### config.mk
export PLATFORM = sky130hd
export DESIGN_NAME = io_hub
export DESIGN_NICKNAME = d
export VERILOG_FILES = /design/src/io_hub_pkg.sv /design/src/io_sel_if.sv /design/src/io_port_decoder.sv /design/src/sys_ctl_port.sv /design/src/io_response.sv /design/src/io_hub.sv
export SDC_FILE = /design/constraint.sdc
export NUM_CORES = 1
export LEC_CHECK = 0
export ABC_AREA = 0
export BUFFER_PORTS_ARGS = -buffer_cell sky130_fd_sc_hd__buf_2
export CAP_MARGIN = 20
export CORE_AREA = 2 2 128 130
export CTS_BUF_LIST = sky130_fd_sc_hd__clkbuf_8
export CTS_CLUSTER_SIZE = 12
export DETAILED_ROUTE_END_ITERATION = 8
export DIE_AREA = 0 0 130 132
export PLACE_DENSITY = 0.53
export SLEW_MARGIN = 0
export SYNTH_ARGS = -nofsm -noshare
export SYNTH_HDL_FRONTEND = slang
export SYNTH_SLANG_ARGS = --single-unit
export TNS_END_PERCENT = 50
### constraint.sdc
create_clock -name clk_sys -period 2.15 [get_ports clk_sys]
set_input_delay 0 -clock clk_sys [delete_from_list [all_inputs] [get_ports clk_sys]]
set_output_delay 0 -clock clk_sys [all_outputs]
set_load 0.02 [all_outputs]
### src/io_hub_pkg.sv
`default_nettype none

package io_hub_pkg;

	typedef logic [15:0] addr_t;
	typedef logic [31:0] data_t;
	typedef logic [7:0]  byte_t;
	typedef logic [2:0]  size_t; // 2 = word, bit 2 = dword

	// order fixed, index into read data and strobes
	typedef enum logic [3:0] {
		DEV_NONE,
		DEV_FLOPPY,
		DEV_DMA,
		DEV_PIC,
		DEV_PIT,
		DEV_PS2,
		DEV_RTC,
		DEV_SOUND,
		DEV_UART1,
		DEV_UART2,
		DEV_MPU,
		DEV_VGA,
		DEV_JOY,
		DEV_IDE0,
		DEV_IDE1,
		DEV_SYSCTL
	} dev_id_t;

	localparam int    NUM_DEV    = 16;
	localparam byte_t OPEN_BUS   = 8'hFF;
	localparam byte_t SYSCTL_KEY = 8'hA1;

	// port bases
	localparam addr_t PORT_IDE0       = 16'h01F0;
	localparam addr_t PORT_IDE0_CTL   = 16'h03F6;
	localparam addr_t PORT_IDE1       = 16'h0170;
	localparam addr_t PORT_IDE1_CTL   = 16'h0376;
	localparam addr_t PORT_JOY        = 16'h0201;
	localparam addr_t PORT_FDC        = 16'h03F0;
	localparam addr_t PORT_FDC_HI     = 16'h03F4;
	localparam addr_t PORT_FDC_DIR    = 16'h03F7;
	localparam addr_t PORT_DMA_MASTER = 16'h00C0;
	localparam addr_t PORT_DMA_PAGE   = 16'h0080;
	localparam addr_t PORT_DMA_SLAVE  = 16'h0000;
	localparam addr_t PORT_PIC_MASTER = 16'h0020;
	localparam addr_t PORT_PIC_SLAVE  = 16'h00A0;
	localparam addr_t PORT_PIT        = 16'h0040;
	localparam addr_t PORT_PIT_SPK    = 16'h0061; // speaker gate, overlaps ps2 window
	localparam addr_t PORT_PS2_IO     = 16'h0060;
	localparam addr_t PORT_PS2_CTL    = 16'h0090;
	localparam addr_t PORT_RTC        = 16'h0070;
	localparam addr_t PORT_FM         = 16'h0388;
	localparam addr_t PORT_SB         = 16'h0220;
	localparam addr_t PORT_UART1      = 16'h03F8;
	localparam addr_t PORT_UART2      = 16'h02F8;
	localparam addr_t PORT_MPU        = 16'h0330;
	localparam addr_t PORT_VGA_B      = 16'h03B0;
	localparam addr_t PORT_VGA_C      = 16'h03C0;
	localparam addr_t PORT_VGA_D      = 16'h03D0;
	localparam addr_t PORT_SYSCTL     = 16'h8888;

endpackage

`default_nettype wire

### src/io_sel_if.sv
`timescale 1ns/1ps
`default_nettype none

interface io_sel_if;

	io_hub_pkg::dev_id_t sel;       // registered
	logic                io32;      // registered
	io_hub_pkg::addr_t   address;
	logic                read;
	logic                write;
	io_hub_pkg::size_t   datasize;
	io_hub_pkg::data_t   writedata;

	modport decoder (
		output sel,
		output io32,
		output address,
		output read,
		output write,
		output datasize,
		output writedata
	);

	modport user (
		input sel,
		input io32,
		input address,
		input read,
		input write,
		input datasize,
		input writedata
	);

endinterface

`default_nettype wire

### src/io_port_decoder.sv
`timescale 1ns/1ps
`default_nettype none

module io_port_decoder (
	input  wire                        clk_sys,
	input  wire                        reset,
	input  wire io_hub_pkg::addr_t     bus_address,
	input  wire                        bus_read,
	input  wire                        bus_write,
	input  wire io_hub_pkg::size_t     bus_datasize,
	input  wire io_hub_pkg::data_t     bus_writedata,
	io_sel_if.decoder                  sel
);

	io_hub_pkg::dev_id_t dev_next;
	logic                io32_next;

	// port in window of 2^span ports at base
	function automatic logic hit(
		input io_hub_pkg::addr_t a,
		input io_hub_pkg::addr_t base,
		input int unsigned       span
	);
		return (a >> span) == (base >> span);
	endfunction

	always_comb begin
		if (hit(bus_address, io_hub_pkg::PORT_IDE0, 3) ||
			hit(bus_address, io_hub_pkg::PORT_IDE0_CTL, 0))
			dev_next = io_hub_pkg::DEV_IDE0;
		else if (hit(bus_address, io_hub_pkg::PORT_IDE1, 3) ||
			hit(bus_address, io_hub_pkg::PORT_IDE1_CTL, 0))
			dev_next = io_hub_pkg::DEV_IDE1;
		else if (hit(bus_address, io_hub_pkg::PORT_FDC, 2) ||
			hit(bus_address, io_hub_pkg::PORT_FDC_HI, 1) ||
			hit(bus_address, io_hub_pkg::PORT_FDC_DIR, 0))
			dev_next = io_hub_pkg::DEV_FLOPPY;
		else if (hit(bus_address, io_hub_pkg::PORT_DMA_MASTER, 5) ||
			hit(bus_address, io_hub_pkg::PORT_DMA_PAGE, 4) ||
			hit(bus_address, io_hub_pkg::PORT_DMA_SLAVE, 4))
			dev_next = io_hub_pkg::DEV_DMA;
		else if (hit(bus_address, io_hub_pkg::PORT_PIC_MASTER, 1) ||
			hit(bus_address, io_hub_pkg::PORT_PIC_SLAVE, 1))
			dev_next = io_hub_pkg::DEV_PIC;
		else if (hit(bus_address, io_hub_pkg::PORT_PIT, 2) ||
			hit(bus_address, io_hub_pkg::PORT_PIT_SPK, 0))
			dev_next = io_hub_pkg::DEV_PIT; // ahead of ps2 for 61
		else if (hit(bus_address, io_hub_pkg::PORT_PS2_IO, 3) ||
			hit(bus_address, io_hub_pkg::PORT_PS2_CTL, 4))
			dev_next = io_hub_pkg::DEV_PS2;
		else if (hit(bus_address, io_hub_pkg::PORT_RTC, 1))
			dev_next = io_hub_pkg::DEV_RTC;
		else if (hit(bus_address, io_hub_pkg::PORT_SB, 4) ||
			hit(bus_address, io_hub_pkg::PORT_FM, 2))
			dev_next = io_hub_pkg::DEV_SOUND;
		else if (hit(bus_address, io_hub_pkg::PORT_UART1, 3))
			dev_next = io_hub_pkg::DEV_UART1;
		else if (hit(bus_address, io_hub_pkg::PORT_UART2, 3))
			dev_next = io_hub_pkg::DEV_UART2;
		else if (hit(bus_address, io_hub_pkg::PORT_MPU, 1))
			dev_next = io_hub_pkg::DEV_MPU;
		else if (hit(bus_address, io_hub_pkg::PORT_VGA_B, 4) ||
			hit(bus_address, io_hub_pkg::PORT_VGA_C, 4) ||
			hit(bus_address, io_hub_pkg::PORT_VGA_D, 4))
			dev_next = io_hub_pkg::DEV_VGA;
		else if (hit(bus_address, io_hub_pkg::PORT_JOY, 0))
			dev_next = io_hub_pkg::DEV_JOY;
		else if (hit(bus_address, io_hub_pkg::PORT_SYSCTL, 0))
			dev_next = io_hub_pkg::DEV_SYSCTL;
		else
			dev_next = io_hub_pkg::DEV_NONE;
	end

	// disk data window sits below bit 9, control ports above
	assign io32_next = ((dev_next == io_hub_pkg::DEV_IDE0 || dev_next == io_hub_pkg::DEV_IDE1) &&
		!bus_address[9]) || dev_next == io_hub_pkg::DEV_SYSCTL;

	always_ff @(posedge clk_sys) begin
		if (reset) begin
			sel.sel  <= io_hub_pkg::DEV_NONE;
			sel.io32 <= 1'b0;
		end else begin
			sel.sel  <= dev_next;
			sel.io32 <= io32_next;
		end
	end

	assign sel.address   = bus_address;
	assign sel.read      = bus_read;
	assign sel.write     = bus_write;
	assign sel.datasize  = bus_datasize;
	assign sel.writedata = bus_writedata;

endmodule

`default_nettype wire

### src/sys_ctl_port.sv
`timescale 1ns/1ps
`default_nettype none

module sys_ctl_port #(
	parameter io_hub_pkg::byte_t CTL_RESET_VALUE = 8'hA2
) (
	input  wire               clk_sys,
	input  wire               reset,
	io_sel_if.user            bus,
	output io_hub_pkg::byte_t syscfg
);

	logic in_reset;  // no disk touched since reset
	logic disk_sel;
	logic key_write;

	assign disk_sel = bus.sel == io_hub_pkg::DEV_IDE0 ||
		bus.sel == io_hub_pkg::DEV_IDE1 ||
		bus.sel == io_hub_pkg::DEV_FLOPPY;

	// word write with key in upper byte
	assign key_write = bus.write && bus.sel == io_hub_pkg::DEV_SYSCTL &&
		bus.datasize == io_hub_pkg::size_t'(2) &&
		bus.writedata[15:8] == io_hub_pkg::SYSCTL_KEY;

	always_ff @(posedge clk_sys) begin
		if (reset) begin
			syscfg   <= CTL_RESET_VALUE;
			in_reset <= 1'b1;
		end else if (disk_sel && in_reset) begin
			syscfg   <= '0; // boot config consumed
			in_reset <= 1'b0;
		end else if (key_write) begin
			syscfg   <= bus.writedata[7:0];
			in_reset <= 1'b0;
		end
	end

endmodule

`default_nettype wire

### src/io_response.sv
`timescale 1ns/1ps
`default_nettype none

module io_response (
	input  wire                                              clk_sys,
	input  wire                                              reset,
	io_sel_if.user                                           bus,
	input  wire io_hub_pkg::byte_t [io_hub_pkg::NUM_DEV-1:0] dev_readdata8,
	input  wire io_hub_pkg::data_t                           ide0_readdata,
	input  wire io_hub_pkg::data_t                           ide1_readdata,
	input  wire                                              ide0_nodata,
	input  wire                                              ide1_nodata,
	output logic [io_hub_pkg::NUM_DEV-1:0]                   dev_read,
	output logic [io_hub_pkg::NUM_DEV-1:0]                   dev_write,
	output io_hub_pkg::data_t                                bus_readdata,
	output logic                                             bus_io32,
	output logic                                             bus_wait
);

	logic [1:0] disk_nodata;
	logic [1:0] disk_sel;
	logic [1:0] disk_wait;
	logic       data_port;

	assign disk_nodata = {ide1_nodata, ide0_nodata};
	assign disk_sel    = {bus.sel == io_hub_pkg::DEV_IDE1, bus.sel == io_hub_pkg::DEV_IDE0};

	// first data port of the 32-bit window
	assign data_port = bus.io32 && bus.address[2:0] == 3'd0;

	// stretch a disk read until the channel has data
	always_ff @(posedge clk_sys) begin
		if (reset) begin
			disk_wait <= '0;
		end else begin
			for (int i = 0; i < 2; i++) begin
				if (!disk_nodata[i])
					disk_wait[i] <= 1'b0;
				else if (bus.read && disk_sel[i] && data_port)
					disk_wait[i] <= 1'b1;
			end
		end
	end

	assign bus_wait = |disk_wait;
	assign bus_io32 = bus.io32;

	always_comb begin
		dev_read  = '0;
		dev_write = '0;
		if (bus.sel != io_hub_pkg::DEV_NONE) begin
			dev_read[bus.sel]  = bus.read;
			dev_write[bus.sel] = bus.write;
		end
		// channel keeps reading while it stalls the bus
		dev_read[io_hub_pkg::DEV_IDE0] = dev_read[io_hub_pkg::DEV_IDE0] | disk_wait[0];
		dev_read[io_hub_pkg::DEV_IDE1] = dev_read[io_hub_pkg::DEV_IDE1] | disk_wait[1];
	end

	always_comb begin
		case (bus.sel)
			io_hub_pkg::DEV_IDE0:
				bus_readdata = ide0_readdata;
			io_hub_pkg::DEV_IDE1:
				bus_readdata = ide1_readdata;
			io_hub_pkg::DEV_NONE, io_hub_pkg::DEV_SYSCTL:
				bus_readdata = {24'd0, io_hub_pkg::OPEN_BUS};
			default:
				bus_readdata = {24'd0, dev_readdata8[bus.sel]}; // 8-bit devices
		endcase
	end

endmodule

`default_nettype wire

### src/io_hub.sv
`timescale 1ns/1ps
`default_nettype none

module io_hub #(
	parameter io_hub_pkg::byte_t CTL_RESET_VALUE = 8'hA2
) (
	input  wire                                              clk_sys,
	input  wire                                              reset,

	input  wire io_hub_pkg::addr_t                           bus_address,
	input  wire                                              bus_read,
	input  wire                                              bus_write,
	input  wire io_hub_pkg::size_t                           bus_datasize,
	input  wire io_hub_pkg::data_t                           bus_writedata,
	output wire io_hub_pkg::data_t                           bus_readdata,
	output wire                                              bus_io32,
	output wire                                              bus_wait,

	input  wire io_hub_pkg::byte_t [io_hub_pkg::NUM_DEV-1:0] dev_readdata8,
	input  wire io_hub_pkg::data_t                           ide0_readdata,
	input  wire io_hub_pkg::data_t                           ide1_readdata,
	input  wire                                              ide0_nodata,
	input  wire                                              ide1_nodata,

	output wire io_hub_pkg::dev_id_t                         dev_sel,
	output wire [io_hub_pkg::NUM_DEV-1:0]                    dev_read,
	output wire [io_hub_pkg::NUM_DEV-1:0]                    dev_write,
	output wire io_hub_pkg::byte_t                           syscfg
);

	io_sel_if sel_bus ();

	assign dev_sel = sel_bus.sel;

	io_port_decoder decoder (
		.clk_sys       (clk_sys),
		.reset         (reset),
		.bus_address   (bus_address),
		.bus_read      (bus_read),
		.bus_write     (bus_write),
		.bus_datasize  (bus_datasize),
		.bus_writedata (bus_writedata),
		.sel           (sel_bus.decoder)
	);

	sys_ctl_port #(
		.CTL_RESET_VALUE (CTL_RESET_VALUE)
	) ctl_port (
		.clk_sys (clk_sys),
		.reset   (reset),
		.bus     (sel_bus.user),
		.syscfg  (syscfg)
	);

	io_response response (
		.clk_sys       (clk_sys),
		.reset         (reset),
		.bus           (sel_bus.user),
		.dev_readdata8 (dev_readdata8),
		.ide0_readdata (ide0_readdata),
		.ide1_readdata (ide1_readdata),
		.ide0_nodata   (ide0_nodata),
		.ide1_nodata   (ide1_nodata),
		.dev_read      (dev_read),
		.dev_write     (dev_write),
		.bus_readdata  (bus_readdata),
		.bus_io32      (bus_io32),
		.bus_wait      (bus_wait)
	);

endmodule

`default_nettype wire

==> flow_summary.yaml <==
outcome:
  status: "complete, no violations"
worst_setup_path:
  cp-end-kind: "output pin"
  worstSetupStartpointType: "flop"
  crit_arrival_ps: 2130
  crit_type: "flop to output pin"
  worst-path-max-fanout: 6
  reg2reg_depth: 5
  crit_required_ps: 2150
cts:
  root_buffer: "clkbuf_8"
  cts_sinks: 16
  numCtsBuffers: 3
  cts_tree: "built"
  cts_max_level: 1
  clkLatencyLatePin_ps: 250
  cts_buffer_depth: 2
  clk_pin_slew_worst_paths_ps: 60
cells_and_area:
  nNetsFinal: 837
  n_fill_cell: 1752
  synthToLayoutAreaGrowth_pct: 80.7
  final_core_util: 0.289
  drive_above_1_share: 0.620
global_routing:
  grt_pass1_vias: 3569
  grt_use_total: 0.167
  grt_pass1_wl_um: 21400
  overflow: 0
  antenna_found_initial: 18
  grt_max_degree: 35
detailed_routing:
  dr.first_iter.drc_count: 162
  vias: 3763
  wl_um: 15200
  vias_per_cell: 4.63
  drc: 0
  drt-pass1-iter-count: 4
  antenna_left: 0
  routedWlPerCell_um: 18.7
hold_path:
  worstHoldPathType: "input pin to flop"
  hold_depth: 3
pwr:
  peakVddDrop_v: 0.000212
  leakagePower_nw: 2.11
  power-per-cell-area_nw_per_um2: 201
  power_uw: 912
sta:
  fin_crit_sh: 0.988
  fin_crit_ps: 2130
  setup_viol: 0
  timing.fmax_ghz: 0.471
  layout_setup_ws_ps: 24.8
  hold_violations: 0
  tns_ps: 0
  finClkSkew_ps: 10.5
  slew_violations: 0
  rsz0062_at_grt: "true"
flow_run:
  maxCapViolations: 0
synthesis:
  synth_edf_count: 0
  ys_top_cells_by_count: "nor2_1, a22o_1, mux4_2"
  ys.flop_type: "dfxtp_1"
  synth_seq_cells: 16
  synth.avg_cell_area_sq_um: 8.40
  synth.area.top_cells: "mux4_2, dfxtp_1, a22o_1, nor2_1, a211oi_1"
  synth_cell_types: 63
  yosys.area.top_type: "mux4_2"
  synth_area_sq_um: 2510
  yosysMostFrequentCell: "nor2_1"
  seq_area_frac_synth: 0.128
  yosys_warnings: 0
  async_flop_share: 0
  synthCells: 299
  yosysTopAreaCellShare: 0.197
floorplan:
  design.core.area_sq_um: 15700
  ios: 327
  chipWidth_um: 130
  dieHeight_um: 132
  rows: 46
  die_area_sq_um: 17200
  initial_core_util: 0.160
place:
  hpwl_um: 13000
  io_buffers: 284
  gp_congestion: 0.856
  dp_slack_ps: 81.6
-- critical path, cell delays in order (launching register included) --
cell and delay, ps:
dfxtp_4 390, buf_12 140, mux4_2 520, mux4_2 520, nand2_1 80, nand3_1 70
buf_6 150
-- power breakdown --
group | switching [mW] | internal (mW)
logic | 0.139 | 0.201
clock network | 0.115 | 0.163
registers | 0.000191 | 0.295
total | 0.254 | 0.659
-- cell usage in the layout, fill, tap and decap left out, types with 3 or more instances in the layout --
| cell | netlist | final |
|---|---|---|
| nor3_1 | 10 | 10 |
| a221oi_1 | 6 | 6 |
| buf_4 | 5 | 18 |
| inv_1 | 3 | 3 |
| a211oi_2 | 0 | 11 |
| a22o_1 | 24 | 24 |
| diode_2 | 0 | 10 |
| dfxtp_1 | 16 | 14 |
| clkbuf_8 | 1 | 4 |
| nand3_1 | 9 | 8 |
| nor2_2 | 0 | 3 |
| a21o_1 | 3 | 3 |
| a21oi_1 | 8 | 8 |
| nor2_1 | 46 | 43 |
| buf_2 | 5 | 282 |
| mux4_2 | 22 | 22 |
| a221o_1 | 3 | 3 |
| mux2i_1 | 11 | 11 |
| o31ai_1 | 3 | 3 |
| or4_1 | 3 | 3 |
| nand2_1 | 12 | 10 |
| nand2b_1 | 11 | 10 |
| nand3b_1 | 7 | 7 |
| dlygate4sd3_1 | 1 | 7 |
| buf_6 | 1 | 4 |
| o22ai_1 | 6 | 6 |
| a211oi_1 | 19 | 8 |
-- sequential cells by signal (all words and copies together), names as in the netlist --
name	count
ctl_port.in_reset	1
decoder.sel.io32	1
ctl_port.syscfg	8
response.disk_wait	2
decoder.sel.sel	4
-- per-stage QoR --
stage | cell area (sq um) | hold slack, ps | cells
global placement | 4260 | 229 | 789
floorplan | 2550 | 140 | 300
finish | 4540 | 5.02 | 813
CTS | 4490 | 3.03 | 803
detailed placement | 4260 | 235 | 789
global route | 4530 | 0.454 | 808
-- cell type report --
cell class	count	area [sq um]	area share
antenna	10	25.0	0.00551
sequential	16	325	0.0717
clock buffer	4	55.1	0.0121
multi-input combinational	249	2090	0.460
inverter	3	11.3	0.00248
tap	216	270	0.0596
timing repair buffer	315	1760	0.388
-- layer usage --
metal  GRT usage  vias up  wire length [um]
li1            -     1795                 -
met1       0.205     1735              6020
met2       0.263      205              6670
met3       0.100       16              2350
met4      0.0119       12                65
met5           0        -                80
-- timing repair --
| item | in CTS | in global routing |
|---|---|---|
| setup endpoints to repair | 8 | 8 |
| pin swaps | 2 | 0 |
| resized for setup | 13 | 6 |
| hold buffers | 7 | 0 |
| cloned | 2 | 0 |
| buffers inserted | 1 | 0 |
| hold endpoints to repair | 7 | 0 |
-- path summary, 6_finish.rpt --
check                startpoint  slack, ps                 end
max          decoder.sel.sel[0]         20     bus_readdata[3]
min            bus_writedata[4]          5  ctl_port.syscfg[4]
max reg2reg  decoder.sel.sel[0]        270  ctl_port.syscfg[5]
min reg2reg  ctl_port.syscfg[4]        490  ctl_port.syscfg[4]
-- kinds of logic after synthesis --
group,share of synthesized area
flops,0.128
compound gates,0.301
other cells,0.00149
mux,0.241
buf+inv,0.0717
simple gates,0.257
Power figures use the tool's default switching activity.
